--- src/design/rv32_isa_pkg.sv ---
package rv32_isa_pkg;

   // major opcodes, bits [6:0]
   localparam logic [6:0] opcode_lui      = 7'b0110111;
   localparam logic [6:0] opcode_auipc    = 7'b0010111;
   localparam logic [6:0] opcode_jal      = 7'b1101111;
   localparam logic [6:0] opcode_jalr     = 7'b1100111;
   localparam logic [6:0] opcode_branch   = 7'b1100011;
   localparam logic [6:0] opcode_load     = 7'b0000011;
   localparam logic [6:0] opcode_store    = 7'b0100011;
   localparam logic [6:0] opcode_op_imm   = 7'b0010011;
   localparam logic [6:0] opcode_op       = 7'b0110011;
   localparam logic [6:0] opcode_misc_mem = 7'b0001111;
   localparam logic [6:0] opcode_system   = 7'b1110011;

   localparam logic [6:0] funct7_base   = 7'b0000000;
   localparam logic [6:0] funct7_alt    = 7'b0100000;  // sub, sra, srai
   localparam logic [6:0] funct7_muldiv = 7'b0000001;

   // integer alu, shared by op and op_imm
   localparam logic [2:0] funct3_add  = 3'b000;
   localparam logic [2:0] funct3_sll  = 3'b001;
   localparam logic [2:0] funct3_slt  = 3'b010;
   localparam logic [2:0] funct3_sltu = 3'b011;
   localparam logic [2:0] funct3_xor  = 3'b100;
   localparam logic [2:0] funct3_srl  = 3'b101;
   localparam logic [2:0] funct3_or   = 3'b110;
   localparam logic [2:0] funct3_and  = 3'b111;

   // m extension
   localparam logic [2:0] funct3_mul    = 3'b000;
   localparam logic [2:0] funct3_mulh   = 3'b001;
   localparam logic [2:0] funct3_mulhsu = 3'b010;
   localparam logic [2:0] funct3_mulhu  = 3'b011;
   localparam logic [2:0] funct3_div    = 3'b100;
   localparam logic [2:0] funct3_divu   = 3'b101;
   localparam logic [2:0] funct3_rem    = 3'b110;
   localparam logic [2:0] funct3_remu   = 3'b111;

   localparam logic [2:0] funct3_beq  = 3'b000;
   localparam logic [2:0] funct3_bne  = 3'b001;
   localparam logic [2:0] funct3_blt  = 3'b100;
   localparam logic [2:0] funct3_bge  = 3'b101;
   localparam logic [2:0] funct3_bltu = 3'b110;
   localparam logic [2:0] funct3_bgeu = 3'b111;

   // system imm12 selects the call
   localparam logic [11:0] imm12_scall  = 12'h000;
   localparam logic [11:0] imm12_sbreak = 12'h001;

   typedef struct packed {
      logic [6:0] funct7;
      logic [4:0] rs2;
      logic [4:0] rs1;
      logic [2:0] funct3;
      logic [4:0] rd;
      logic [6:0] opcode;
   } r_view_t;

   typedef struct packed {
      logic [11:0] imm12;
      logic [4:0]  rs1;
      logic [2:0]  funct3;
      logic [4:0]  rd;
      logic [6:0]  opcode;
   } i_view_t;

   typedef union packed {
      r_view_t r;
      i_view_t i;
   } rv32_instr_u;

   // six ascii chars, left aligned, space padded
   typedef logic [6*8-1:0] mnemonic_t;

endpackage

--- src/design/trace_pkg.sv ---
package trace_pkg;

   localparam int num_ports = 2;
   localparam int buf_depth = 16;

   typedef logic [$clog2(buf_depth)-1:0] buf_addr_t;
   typedef logic [$clog2(num_ports)-1:0] port_idx_t;

   // saturates at 255
   typedef logic [7:0] drop_cnt_t;

   typedef struct packed {
      port_idx_t                 port_id;
      rv32_isa_pkg::rv32_instr_u instr;
      rv32_isa_pkg::mnemonic_t   mnemonic;
   } trace_rec_t;

endpackage

--- src/design/rv32_mnemonic.sv ---
`timescale 1ns/1ns

module rv32_mnemonic (
   input  rv32_isa_pkg::rv32_instr_u instr,
   output rv32_isa_pkg::mnemonic_t   mnemonic
);

   always_comb begin
      mnemonic = "UNDEF ";
      case (instr.r.opcode)
         rv32_isa_pkg::opcode_lui:   mnemonic = "LUI   ";
         rv32_isa_pkg::opcode_auipc: mnemonic = "AUIPC ";
         rv32_isa_pkg::opcode_jal:   mnemonic = "JAL   ";
         rv32_isa_pkg::opcode_jalr: begin
            if (instr.i.funct3 == 3'b000) mnemonic = "JALR  ";
         end
         rv32_isa_pkg::opcode_branch: begin
            case (instr.r.funct3)
               rv32_isa_pkg::funct3_beq:  mnemonic = "BEQ   ";
               rv32_isa_pkg::funct3_bne:  mnemonic = "BNE   ";
               rv32_isa_pkg::funct3_blt:  mnemonic = "BLT   ";
               rv32_isa_pkg::funct3_bge:  mnemonic = "BGE   ";
               rv32_isa_pkg::funct3_bltu: mnemonic = "BLTU  ";
               rv32_isa_pkg::funct3_bgeu: mnemonic = "BGEU  ";
               default: ;
            endcase
         end
         rv32_isa_pkg::opcode_load: begin
            case (instr.i.funct3)
               3'b000:  mnemonic = "LB    ";
               3'b001:  mnemonic = "LH    ";
               3'b010:  mnemonic = "LW    ";
               3'b100:  mnemonic = "LBU   ";
               3'b101:  mnemonic = "LHU   ";
               default: ;  // ld and lwu are rv64 only
            endcase
         end
         rv32_isa_pkg::opcode_store: begin
            case (instr.r.funct3)
               3'b000:  mnemonic = "SB    ";
               3'b001:  mnemonic = "SH    ";
               3'b010:  mnemonic = "SW    ";
               default: ;
            endcase
         end
         rv32_isa_pkg::opcode_op_imm: begin
            case (instr.i.funct3)
               rv32_isa_pkg::funct3_add:  mnemonic = "ADDI  ";
               rv32_isa_pkg::funct3_slt:  mnemonic = "SLTI  ";
               rv32_isa_pkg::funct3_sltu: mnemonic = "SLTIU ";
               rv32_isa_pkg::funct3_xor:  mnemonic = "XORI  ";
               rv32_isa_pkg::funct3_or:   mnemonic = "ORI   ";
               rv32_isa_pkg::funct3_and:  mnemonic = "ANDI  ";
               rv32_isa_pkg::funct3_sll: begin
                  if (instr.r.funct7 == rv32_isa_pkg::funct7_base) mnemonic = "SLLI  ";
               end
               rv32_isa_pkg::funct3_srl: begin
                  // shamt sits in rs2, upper imm bits pick logical or arithmetic
                  if (instr.r.funct7 == rv32_isa_pkg::funct7_base) mnemonic = "SRLI  ";
                  else if (instr.r.funct7 == rv32_isa_pkg::funct7_alt) mnemonic = "SRAI  ";
               end
               default: ;
            endcase
         end
         rv32_isa_pkg::opcode_op: begin
            if (instr.r.funct7 == rv32_isa_pkg::funct7_base) begin
               case (instr.r.funct3)
                  rv32_isa_pkg::funct3_add:  mnemonic = "ADD   ";
                  rv32_isa_pkg::funct3_sll:  mnemonic = "SLL   ";
                  rv32_isa_pkg::funct3_slt:  mnemonic = "SLT   ";
                  rv32_isa_pkg::funct3_sltu: mnemonic = "SLTU  ";
                  rv32_isa_pkg::funct3_xor:  mnemonic = "XOR   ";
                  rv32_isa_pkg::funct3_srl:  mnemonic = "SRL   ";
                  rv32_isa_pkg::funct3_or:   mnemonic = "OR    ";
                  rv32_isa_pkg::funct3_and:  mnemonic = "AND   ";
                  default: ;
               endcase
            end else if (instr.r.funct7 == rv32_isa_pkg::funct7_alt) begin
               if (instr.r.funct3 == rv32_isa_pkg::funct3_add) mnemonic = "SUB   ";
               else if (instr.r.funct3 == rv32_isa_pkg::funct3_srl) mnemonic = "SRA   ";
            end else if (instr.r.funct7 == rv32_isa_pkg::funct7_muldiv) begin
               case (instr.r.funct3)
                  rv32_isa_pkg::funct3_mul:    mnemonic = "MUL   ";
                  rv32_isa_pkg::funct3_mulh:   mnemonic = "MULH  ";
                  rv32_isa_pkg::funct3_mulhsu: mnemonic = "MULHSU";
                  rv32_isa_pkg::funct3_mulhu:  mnemonic = "MULHU ";
                  rv32_isa_pkg::funct3_div:    mnemonic = "DIV   ";
                  rv32_isa_pkg::funct3_divu:   mnemonic = "DIVU  ";
                  rv32_isa_pkg::funct3_rem:    mnemonic = "REM   ";
                  rv32_isa_pkg::funct3_remu:   mnemonic = "REMU  ";
                  default: ;
               endcase
            end
         end
         rv32_isa_pkg::opcode_misc_mem: begin
            if (instr.i.funct3 == 3'b000) mnemonic = "FENCE ";
            else if (instr.i.funct3 == 3'b001) mnemonic = "FENCE_";  // fence.i
         end
         rv32_isa_pkg::opcode_system: begin
            if (instr.i.funct3 == 3'b000 && instr.i.rs1 == 5'd0 && instr.i.rd == 5'd0) begin
               if (instr.i.imm12 == rv32_isa_pkg::imm12_scall) mnemonic = "SCALL ";
               else if (instr.i.imm12 == rv32_isa_pkg::imm12_sbreak) mnemonic = "SBREAK";
            end
         end
         default: ;
      endcase
   end

endmodule

--- src/design/trace_port.sv ---
`timescale 1ns/1ns

module trace_port (
   input  logic                      clk,
   input  logic                      rst_n,
   input  logic                      port_id,
   input  logic                      retire_valid,
   input  rv32_isa_pkg::rv32_instr_u retire_instr,
   input  logic                      grant,
   output logic                      pend_valid,
   output trace_pkg::trace_rec_t     pend_rec,
   output trace_pkg::drop_cnt_t      drop_count
);

   rv32_isa_pkg::rv32_instr_u q_mem [2];
   rv32_isa_pkg::rv32_instr_u head;
   rv32_isa_pkg::mnemonic_t   head_mnemonic;
   logic                      rd_ptr;
   logic                      wr_ptr;
   logic [1:0]                count;
   logic                      push;
   logic                      pop;
   logic                      drop;

   assign pend_valid = (count != 2'd0);
   assign pop        = grant & pend_valid;
   // full queue still takes a word when the head leaves this cycle
   assign push       = retire_valid & ((count != 2'd2) | pop);
   assign drop       = retire_valid & ~push;

   assign head = q_mem[rd_ptr];

   rv32_mnemonic u_mnemonic (
      .instr    (head),
      .mnemonic (head_mnemonic)
   );

   assign pend_rec = '{port_id: port_id, instr: head, mnemonic: head_mnemonic};

   always_ff @(posedge clk) begin
      if (push) q_mem[wr_ptr] <= retire_instr;
   end

   always_ff @(posedge clk or negedge rst_n) begin
      if (!rst_n) begin
         rd_ptr <= 1'b0;
         wr_ptr <= 1'b0;
         count  <= 2'd0;
      end else begin
         if (push) wr_ptr <= ~wr_ptr;
         if (pop) rd_ptr <= ~rd_ptr;
         case ({push, pop})
            2'b10:   count <= count + 2'd1;
            2'b01:   count <= count - 2'd1;
            default: ;  // push and pop together keep the level
         endcase
      end
   end

   always_ff @(posedge clk or negedge rst_n) begin
      if (!rst_n) begin
         drop_count <= '0;
      end else if (drop && drop_count != '1) begin
         drop_count <= drop_count + 8'd1;
      end
   end

endmodule

--- src/design/trace_arbiter.sv ---
`timescale 1ns/1ns

module trace_arbiter (
   input  logic                                 clk,
   input  logic                                 rst_n,
   input  logic [trace_pkg::num_ports-1:0]      pend_valid,
   input  trace_pkg::trace_rec_t                pend_rec [trace_pkg::num_ports],
   output logic [trace_pkg::num_ports-1:0]      grant,
   output logic                                 wr_en,
   output trace_pkg::trace_rec_t                wr_rec
);

   trace_pkg::port_idx_t last_winner;
   trace_pkg::port_idx_t sel;

   assign wr_en = |pend_valid;

   always_comb begin
      // contention goes to whoever lost last time
      if (pend_valid[0] && pend_valid[1]) sel = ~last_winner;
      else sel = pend_valid[1];
      grant = '0;
      if (wr_en) grant[sel] = 1'b1;
   end

   assign wr_rec = pend_rec[sel];

   always_ff @(posedge clk or negedge rst_n) begin
      if (!rst_n) begin
         last_winner <= 1'b1;  // port 0 first
      end else if (wr_en) begin
         last_winner <= sel;
      end
   end

endmodule

--- src/design/trace_buffer.sv ---
`timescale 1ns/1ns

module trace_buffer (
   input  logic                  clk,
   input  logic                  rst_n,
   input  logic                  wr_en,
   input  trace_pkg::trace_rec_t wr_rec,
   input  trace_pkg::buf_addr_t  rd_addr,
   output trace_pkg::trace_rec_t rd_data,
   output logic [15:0]           wr_count
);

   trace_pkg::trace_rec_t mem [trace_pkg::buf_depth];
   trace_pkg::buf_addr_t  wr_addr;

   // oldest record is overwritten once the count passes the depth
   assign wr_addr = wr_count[$bits(trace_pkg::buf_addr_t)-1:0];

   always_ff @(posedge clk or negedge rst_n) begin
      if (!rst_n) begin
         wr_count <= 16'd0;
      end else if (wr_en) begin
         wr_count <= wr_count + 16'd1;  // wraps
      end
   end

   always_ff @(posedge clk) begin
      if (wr_en) mem[wr_addr] <= wr_rec;
      rd_data <= mem[rd_addr];
   end

endmodule

--- src/design/rv32_trace.sv ---
`timescale 1ns/1ns

module rv32_trace (
   input  logic                              clk,
   input  logic                              rst_n,
   input  logic [trace_pkg::num_ports-1:0]   retire_valid,
   input  rv32_isa_pkg::rv32_instr_u         retire_instr [trace_pkg::num_ports],
   input  trace_pkg::buf_addr_t              rd_addr,
   output trace_pkg::trace_rec_t             rd_data,
   output logic [15:0]                       wr_count,
   output trace_pkg::drop_cnt_t              drop_count [trace_pkg::num_ports]
);

   logic [trace_pkg::num_ports-1:0] pend_valid;
   trace_pkg::trace_rec_t           pend_rec [trace_pkg::num_ports];
   logic [trace_pkg::num_ports-1:0] grant;
   logic                            wr_en;
   trace_pkg::trace_rec_t           wr_rec;

   trace_port u_port0 (
      .clk          (clk),
      .rst_n        (rst_n),
      .port_id      (1'b0),
      .retire_valid (retire_valid[0]),
      .retire_instr (retire_instr[0]),
      .grant        (grant[0]),
      .pend_valid   (pend_valid[0]),
      .pend_rec     (pend_rec[0]),
      .drop_count   (drop_count[0])
   );

   trace_port u_port1 (
      .clk          (clk),
      .rst_n        (rst_n),
      .port_id      (1'b1),
      .retire_valid (retire_valid[1]),
      .retire_instr (retire_instr[1]),
      .grant        (grant[1]),
      .pend_valid   (pend_valid[1]),
      .pend_rec     (pend_rec[1]),
      .drop_count   (drop_count[1])
   );

   trace_arbiter u_arbiter (
      .clk        (clk),
      .rst_n      (rst_n),
      .pend_valid (pend_valid),
      .pend_rec   (pend_rec),
      .grant      (grant),
      .wr_en      (wr_en),
      .wr_rec     (wr_rec)
   );

   trace_buffer u_buffer (
      .clk      (clk),
      .rst_n    (rst_n),
      .wr_en    (wr_en),
      .wr_rec   (wr_rec),
      .rd_addr  (rd_addr),
      .rd_data  (rd_data),
      .wr_count (wr_count)
   );

endmodule

--- config.mk ---
export PLATFORM = sky130hd
export DESIGN_NAME = rv32_trace
export DESIGN_NICKNAME = d
export VERILOG_FILES = /design/src/design/rv32_isa_pkg.sv /design/src/design/trace_pkg.sv /design/src/design/rv32_mnemonic.sv /design/src/design/trace_port.sv /design/src/design/trace_arbiter.sv /design/src/design/trace_buffer.sv /design/src/design/rv32_trace.sv
export SDC_FILE = /design/constraint.sdc
export NUM_CORES = 1
export LEC_CHECK = 0
export BUFFER_PORTS_ARGS = -buffer_cell sky130_fd_sc_hd__buf_2
export CAP_MARGIN = 20
export CORE_UTILIZATION = 49
export CTS_BUF_LIST = sky130_fd_sc_hd__clkbuf_4 sky130_fd_sc_hd__clkbuf_8 sky130_fd_sc_hd__clkbuf_16
export DETAILED_ROUTE_END_ITERATION = 10
export PLACE_DENSITY = 0.65
export SYNTH_ARGS = -nofsm -noshare
export SYNTH_HDL_FRONTEND = slang
export SYNTH_SLANG_ARGS = --single-unit
--- constraint.sdc ---
create_clock -name clk -period 10.98 [get_ports clk]
set_input_delay 2.196 -clock clk [delete_from_list [all_inputs] [get_ports clk]]
set_output_delay 2.196 -clock clk [all_outputs]
set_load 0.1 [all_outputs]
**Yosys cells after proc, flatten, opt, wreduce, memory -nomap -nowiden**

Memories as Yosys holds them, arrays and structs flattened. A register that Yosys moved wholly into a read port is not among the register bits.
Index checks and enable logic that the tools add are counted.

- Bits in registers: 41
- Memory bits (writable): 1424
- Memories: 7
- Output and inout port bits: 113
- Memory bits (read-only): 800
- Word-level logic and storage cells: 169
- Input port bits: 72

Memories:

| name | words | width | read ports | clocked after Yosys merged registers in | write ports | line | RTL |
|---|---|---|---|---|---|---|---|
| u_buffer.mem | 16 | 81 | 1 | 1 | 1 | trace_buffer.sv:13 | `trace_pkg::trace_rec_t mem [trace_pkg::buf_depth];` |
| (name not given) | 8 | 29 | 1 | 0 | 0 | rv32_mnemonic.sv:82 | `case (instr.r.funct3)` |
| (name not given) | 8 | 29 | 1 | 0 | 0 | rv32_mnemonic.sv:82 |  |
| (name not given) | 8 | 21 | 1 | 0 | 0 | rv32_mnemonic.sv:67 | `case (instr.r.funct3)` |
| (name not given) | 8 | 21 | 1 | 0 | 0 | rv32_mnemonic.sv:67 |  |
| u_port0.q_mem | 2 | 32 | 1 | 0 | 1 | trace_port.sv:15 | `rv32_isa_pkg::rv32_instr_u q_mem [2];` |
| 1 more memories | -- | -- | -- | -- | -- | -- |  |

- Magnitude comparators: 3
- $add $sub $neg: 7
- Eq/ne operators: 50
- Multiplexer cells: 53
- Reductions and logical operators: 23
- Bitwise operators: 16

Operators by type and width:

| operator | number |
|---|---|
| $pmux 48 s11 | 2 |
| $pmux 48 s8 | 2 |
| $mux 43 | 16 |
| $pmux 45 s6 | 2 |
| $pmux 45 s5 | 2 |
| $mux 48 | 6 |
| $mux 45 | 6 |
| $pmux 43 s3 | 2 |
| $mux 81 | 3 |
| $eq 7x6->1 const B | 8 |
| $eq 7x7->1 const B | 8 |
| $eq 7x5->1 const B | 4 |
| $eq 12x1->1 const B | 2 |
| $eq 3x3->1 const B | 8 |
| $logic_not 12->1 | 2 |
| $logic_not 5->1 | 4 |
| $add 16x1->16 const B | 1 |
| $add 8x1->8 const B | 2 |
| $ne 8x8->1 const B | 2 |
| $eq 7x1->1 const B | 2 |
| $eq 7x2->1 const B | 2 |
| $eq 7x4->1 const B | 2 |
| $logic_not 7->1 | 2 |
| $eq 3x2->1 const B | 4 |
| other kinds (21) | 58 |

**Logic depth before layout (Yosys ltp)**

- Word-level depth: 14
- Depth in mapped cells: 15
- Depth with buffers taken out: 10

**Modules after synthesis**

A second synthesis with hierarchy kept.

- Cell total of the unflattened synthesis: 3260
- Area total of the unflattened synthesis: 62374.8 um^2

Modules (own cells, without submodules):

| module | times used | seq. area each (um^2) | area an instance (um^2) | cells each |
|---|---|---|---|---|
| trace_buffer | 1 | 40939.3 | 50773.7 | 2142 |
| trace_port at u_port1 | 1 | 2222.1 | 2944.1 | 155 |
| trace_port at u_port0 | 1 | 2222.1 | 2940.3 | 161 |
| rv32_mnemonic at u_port1.u_mnemonic | 1 | 0.0 | 2132.0 | 356 |
| rv32_mnemonic at u_port0.u_mnemonic | 1 | 0.0 | 2124.5 | 347 |
| trace_arbiter | 1 | 26.3 | 1452.6 | 97 |
| rv32_trace | 1 | 0.0 | 7.5 | 2 |

**Worst setup path before layout**

No wires, ideal clock.

- Path kind: register -> register
- From: register u_buffer.wr_count[2]
- To: memory u_buffer.mem[7][10] (netlist name), enable pin
- Setup time: 0.494 ns
- Required time: 10.486 ns
- Cell stages (with the launch flop): 4
- Arrival: 4.292 ns
- Path buffers: 0
- Slack: 6.193 ns
- Period minus slack after synthesis: 4.787 ns
- Path through: dfrtp_1 nor2b_1 nand2_1 nor2_1

RTL lines:

| what | line | RTL |
|---|---|---|
| from (decl) | trace_buffer.sv:10 | `output logic [15:0] wr_count` |
| from (signal assigned) | trace_buffer.sv:23 | `wr_count <= wr_count + 16'd1;` |
| to (decl) | trace_buffer.sv:13 |  |

No word-level cell before the write port.

==> results.md <==
* FF+latch count, synth at 1325
* Initial antenna violation count at 13
* GRT Resource Usage Total at 26.0%
* Synth Area per Inst at 19.1 µm²
* Post-synthesis sequential area ratio at 73.0%
* Largest net degree at the start of global routing at 114
* Worst-path fanout max at 68
* Avg WL per Cell at 31.3 µm
* Setup TNS at 0 ns
* Worst Hold End: u_buffer.wr_count[15]
* Clk_lat worst skew at 0.76 ns
* CP endpoint kind: flip-flop
* Placed Area at 0.0560 mm²
* Root Driver: clkbuf_16
* CTS tree: yes
* P per Cell Area at 275 mW/mm²
* Die Height at 332 µm
* Syn-to-layout area delta at 13.9%
* Starting Density at 49.6%
* Starting DRT DRC Count at 3495
* Post-DP HPWL at 82.5 mm
* Port bufs at 174
* FFs w/ async S/R, synth at 3.09%
* GRT met3 Usage at 4.34%
* Final Cycle Share at 47.7%
* Core Region at 0.108 mm²
* Synthesized area at 0.0533 mm²
* Hold-critical path depth at 1
* Worst Reg-to-Reg Cells at 11
* CTS resizes at 0
* Drt total wl at 143 mm
* Vias per cell at 6.40
* CP most frequent cell: nor3_1
* Deepest clock path buffer count at 3
* Clk sinks at 1325
* Hold WS at 0.474 ns
* Worst path cell trace: buf_4 -> mux2i_1 -> buf_4 -> inv_1 -> ha_1 -> nor3_1 -> nor3_1 -> nor3_1 -> a21boi_0 -> nor3_1 -> a22oi_1
* Final slew viol count at 0
* Chip width at 332 µm
* Clk slew on worst S/H paths at 0.06 ns
* R2R Setup Slk at 5.75 ns
* Met2 usage at 40.6%
* Worst hold path type: flip-flop to flip-flop
* GR peak layer: met2
* Met1 usage at 37.9%
* Core Rows at 120
* FMAX at 191 MHz
* Post-CTS Setup Bufs at 0
* Leak Pwr at 20.0 nW
* Top FF cell, synth: edfxtp_1
* Antenna Nets Post-Route at 0
* Reg2reg start: u_port0.rd_ptr
* R2r endpoint: u_buffer.mem[4][10]
* EDFF count, synth at 1216
* Fin cells at 4558
* GP Congestion at 0.983
* Worst setup margin at 5.75 ns
* Rel. slew slack at 16.6%
* Final nets at 3127
* Status: finished, final reports clean
* Max Cap Viol at 0
* DRT Pass-1 Iters at 6
* CTS Hold Bufs at 0
* Yosys warning total at 0
* Layout Skew at 0.0265 ns
* Slew @ Worst Pin at 1.25 ns
* Vias in the first global route at 29500
* Fill count at 8062
* Mapped Cells at 2785
* CP Depth at 11
* Cell variety after synth at 97
* Crit start category: flip-flop
* First-pass GRT wire length at 206 mm
* # IOs at 185
* CTS Buf Count at 134
* HP Start: u_buffer.wr_count[15]
* CP delay by family, top: compound AO/OA/AOI/OAI gates
* Pre-CTS setup slack at 5.39 ns
* Maximum vdd drop at 0.270 mV
* Final hold vios at 0
* Die area at 0.110 mm²
* CP Data Arrival Time at 5.61 ns
* Grt total ovfl at 0
* H-tree level count at 4
* RSZ-0062 raised after global routing: false
* Post-Place Cells at 4279
* Crit Path Class: flip-flop to flip-flop
* Share of cells above drive strength 1 at 29.3%
* Final critical-path required period at 5.23 ns
* Detailed-route DRC error count at 0
* Final-report setup violation count at 0
* Post-route cell area at 0.0607 mm²
* CP max-delay cell: a22oi_1
* Vias at 29200
* CP peak stage delay at 0.91 ns
* CP Buf/Inv Count at 3
* CP required at 11.36 ns
-- registers in the layout, indices dropped and copies added (netlist names) --
name                   cells
u_arbiter.last_winner      1
u_port1.wr_ptr             1
u_port1.q_mem             64
u_port0.drop_count         8
u_port0.q_mem             64
u_port0.count              2
u_port1.rd_ptr             1
u_port1.count              2
u_port1.drop_count         8
u_port0.rd_ptr             1
u_buffer.wr_count         16
u_buffer.mem            1088
u_port0.wr_ptr             1
u_buffer.rd_data          68
-- area by class of cell --
cell class | count | area (µm²) | share of cell area, %
antenna | 6 | 15.0 | 0.0247
clock buffer | 190 | 3860 | 6.36
clock inverter | 56 | 602 | 0.991
inverter | 15 | 56.3 | 0.0927
multi-input combinational | 1291 | 13800 | 22.7
sequential | 1325 | 38900 | 64.1
tap | 1403 | 1760 | 2.89
timing repair buffer | 272 | 1720 | 2.83
-- worst register-to-register path, cell delays in order, from the launching register on --
cell      delay [ns]
dfrtp_2         0.37
buf_4           0.64
mux2i_1         0.29
buf_4           0.25
inv_1           0.25
ha_1            0.43
nor3_1          0.52
nor3_1          0.12
nor3_1          0.20
a21boi_0        0.64
nor3_1          0.24
a22oi_1         0.91
-- layer usage --
metal	up-vias	wire length, µm
li1	12000	-
met1	15400	59800
met2	1397	67400
met3	268	11200
met4	12	4040
met5	-	74
-- synth_stat cells (24+ instances only) --
| library cell | instances | share of area (%) |
|---|---|---|
| edfxtp_1 | 1216 | 68 |
| mux4_2 | 340 | 14 |
| nor2_1 | 117 | 0.82 |
| clkbuf_1 | 113 | 0.80 |
| nand2_1 | 102 | 0.72 |
| a21oi_1 | 92 | 0.86 |
| dfxtp_1 | 68 | 2.6 |
| o21ai_0 | 46 | 0.43 |
| mux2i_1 | 42 | 0.79 |
| nor3_1 | 41 | 0.38 |
| a211oi_1 | 40 | 0.56 |
| dfrtp_1 | 40 | 1.9 |
| nand3_1 | 35 | 0.33 |
| nor4_1 | 27 | 0.32 |
| nor2b_1 | 26 | 0.31 |
| xnor2_1 | 26 | 0.43 |
| o22ai_1 | 25 | 0.29 |
| nand4_1 | 24 | 0.28 |
-- how the worst max path moves through the flow --
stage | from | to | slack (ns)
2_1_floorplan | u_buffer.wr_count[2] | u_buffer.mem[7][10] | 6.19
3_3_place_gp | rd_addr[0] | u_buffer.rd_data[11] | 5.47
3_5_place_dp | rd_addr[0] | u_buffer.rd_data[19] | 5.39
4_1_cts | u_port0.rd_ptr | u_buffer.mem[4][26] | 5.69
5_1_grt | u_port0.rd_ptr | u_buffer.mem[5][10] | 5.43
6_report | u_port0.rd_ptr | u_buffer.mem[4][10] | 5.75
-- through the flow --
step	total power [mW]	util [%]
after CTS	16.7	56.3
after detailed placement	12.2	52.1
after global placement	12.0	52.0
final	16.7	56.5
after global routing	17.3	56.5
after floorplan	10.5	-
-- layout by cell type (no fill, tap or decap), types with 16 or more instances in the layout --
cell type     n
a211oi_1     40
a21oi_1      91
buf_2       170
buf_4        86
clkbuf_16   136
clkbuf_4     45
clkinv_2     17
dfrtp_1      38
dfxtp_1      68
edfxtp_1   1216
ha_1         16
mux2i_1      40
mux4_2      340
nand2_1     102
nand3_1      35
nand4_1      24
nor2_1      113
nor2b_1      26
nor3_1       41
nor4_1       27
o21ai_0      46
o22ai_1      25
xnor2_1      26
-- report_power, final --
group	total (mW)	switching, mW	leakage (nW)	internal, mW
registers	7.67	0.313	12.3	7.36
logic	4.50	3.40	5.53	1.10
clock network	4.53	1.90	2.23	2.63
-- kinds of logic (layout without fill, tap and decap cells) --
| kind of cell | after synthesis | in the layout | share of synthesized area [%] |
|---|---|---|---|
| AO/OA/AOI/OAI | 335 | 335 | 4.25 |
| XOR/XNOR | 40 | 40 | 0.657 |
| adder cells (fa/ha/maj) | 16 | 16 | 0.375 |
| buffers and inverters | 177 | 533 | 1.42 |
| flip-flops | 1325 | 1325 | 73.0 |
| multiplexers | 396 | 396 | 15.5 |
| other | 2 | 16 | 0.0141 |
| AND/OR/NAND/NOR | 494 | 494 | 4.87 |
No activity file was read; power rests on OpenSTA's default activity.
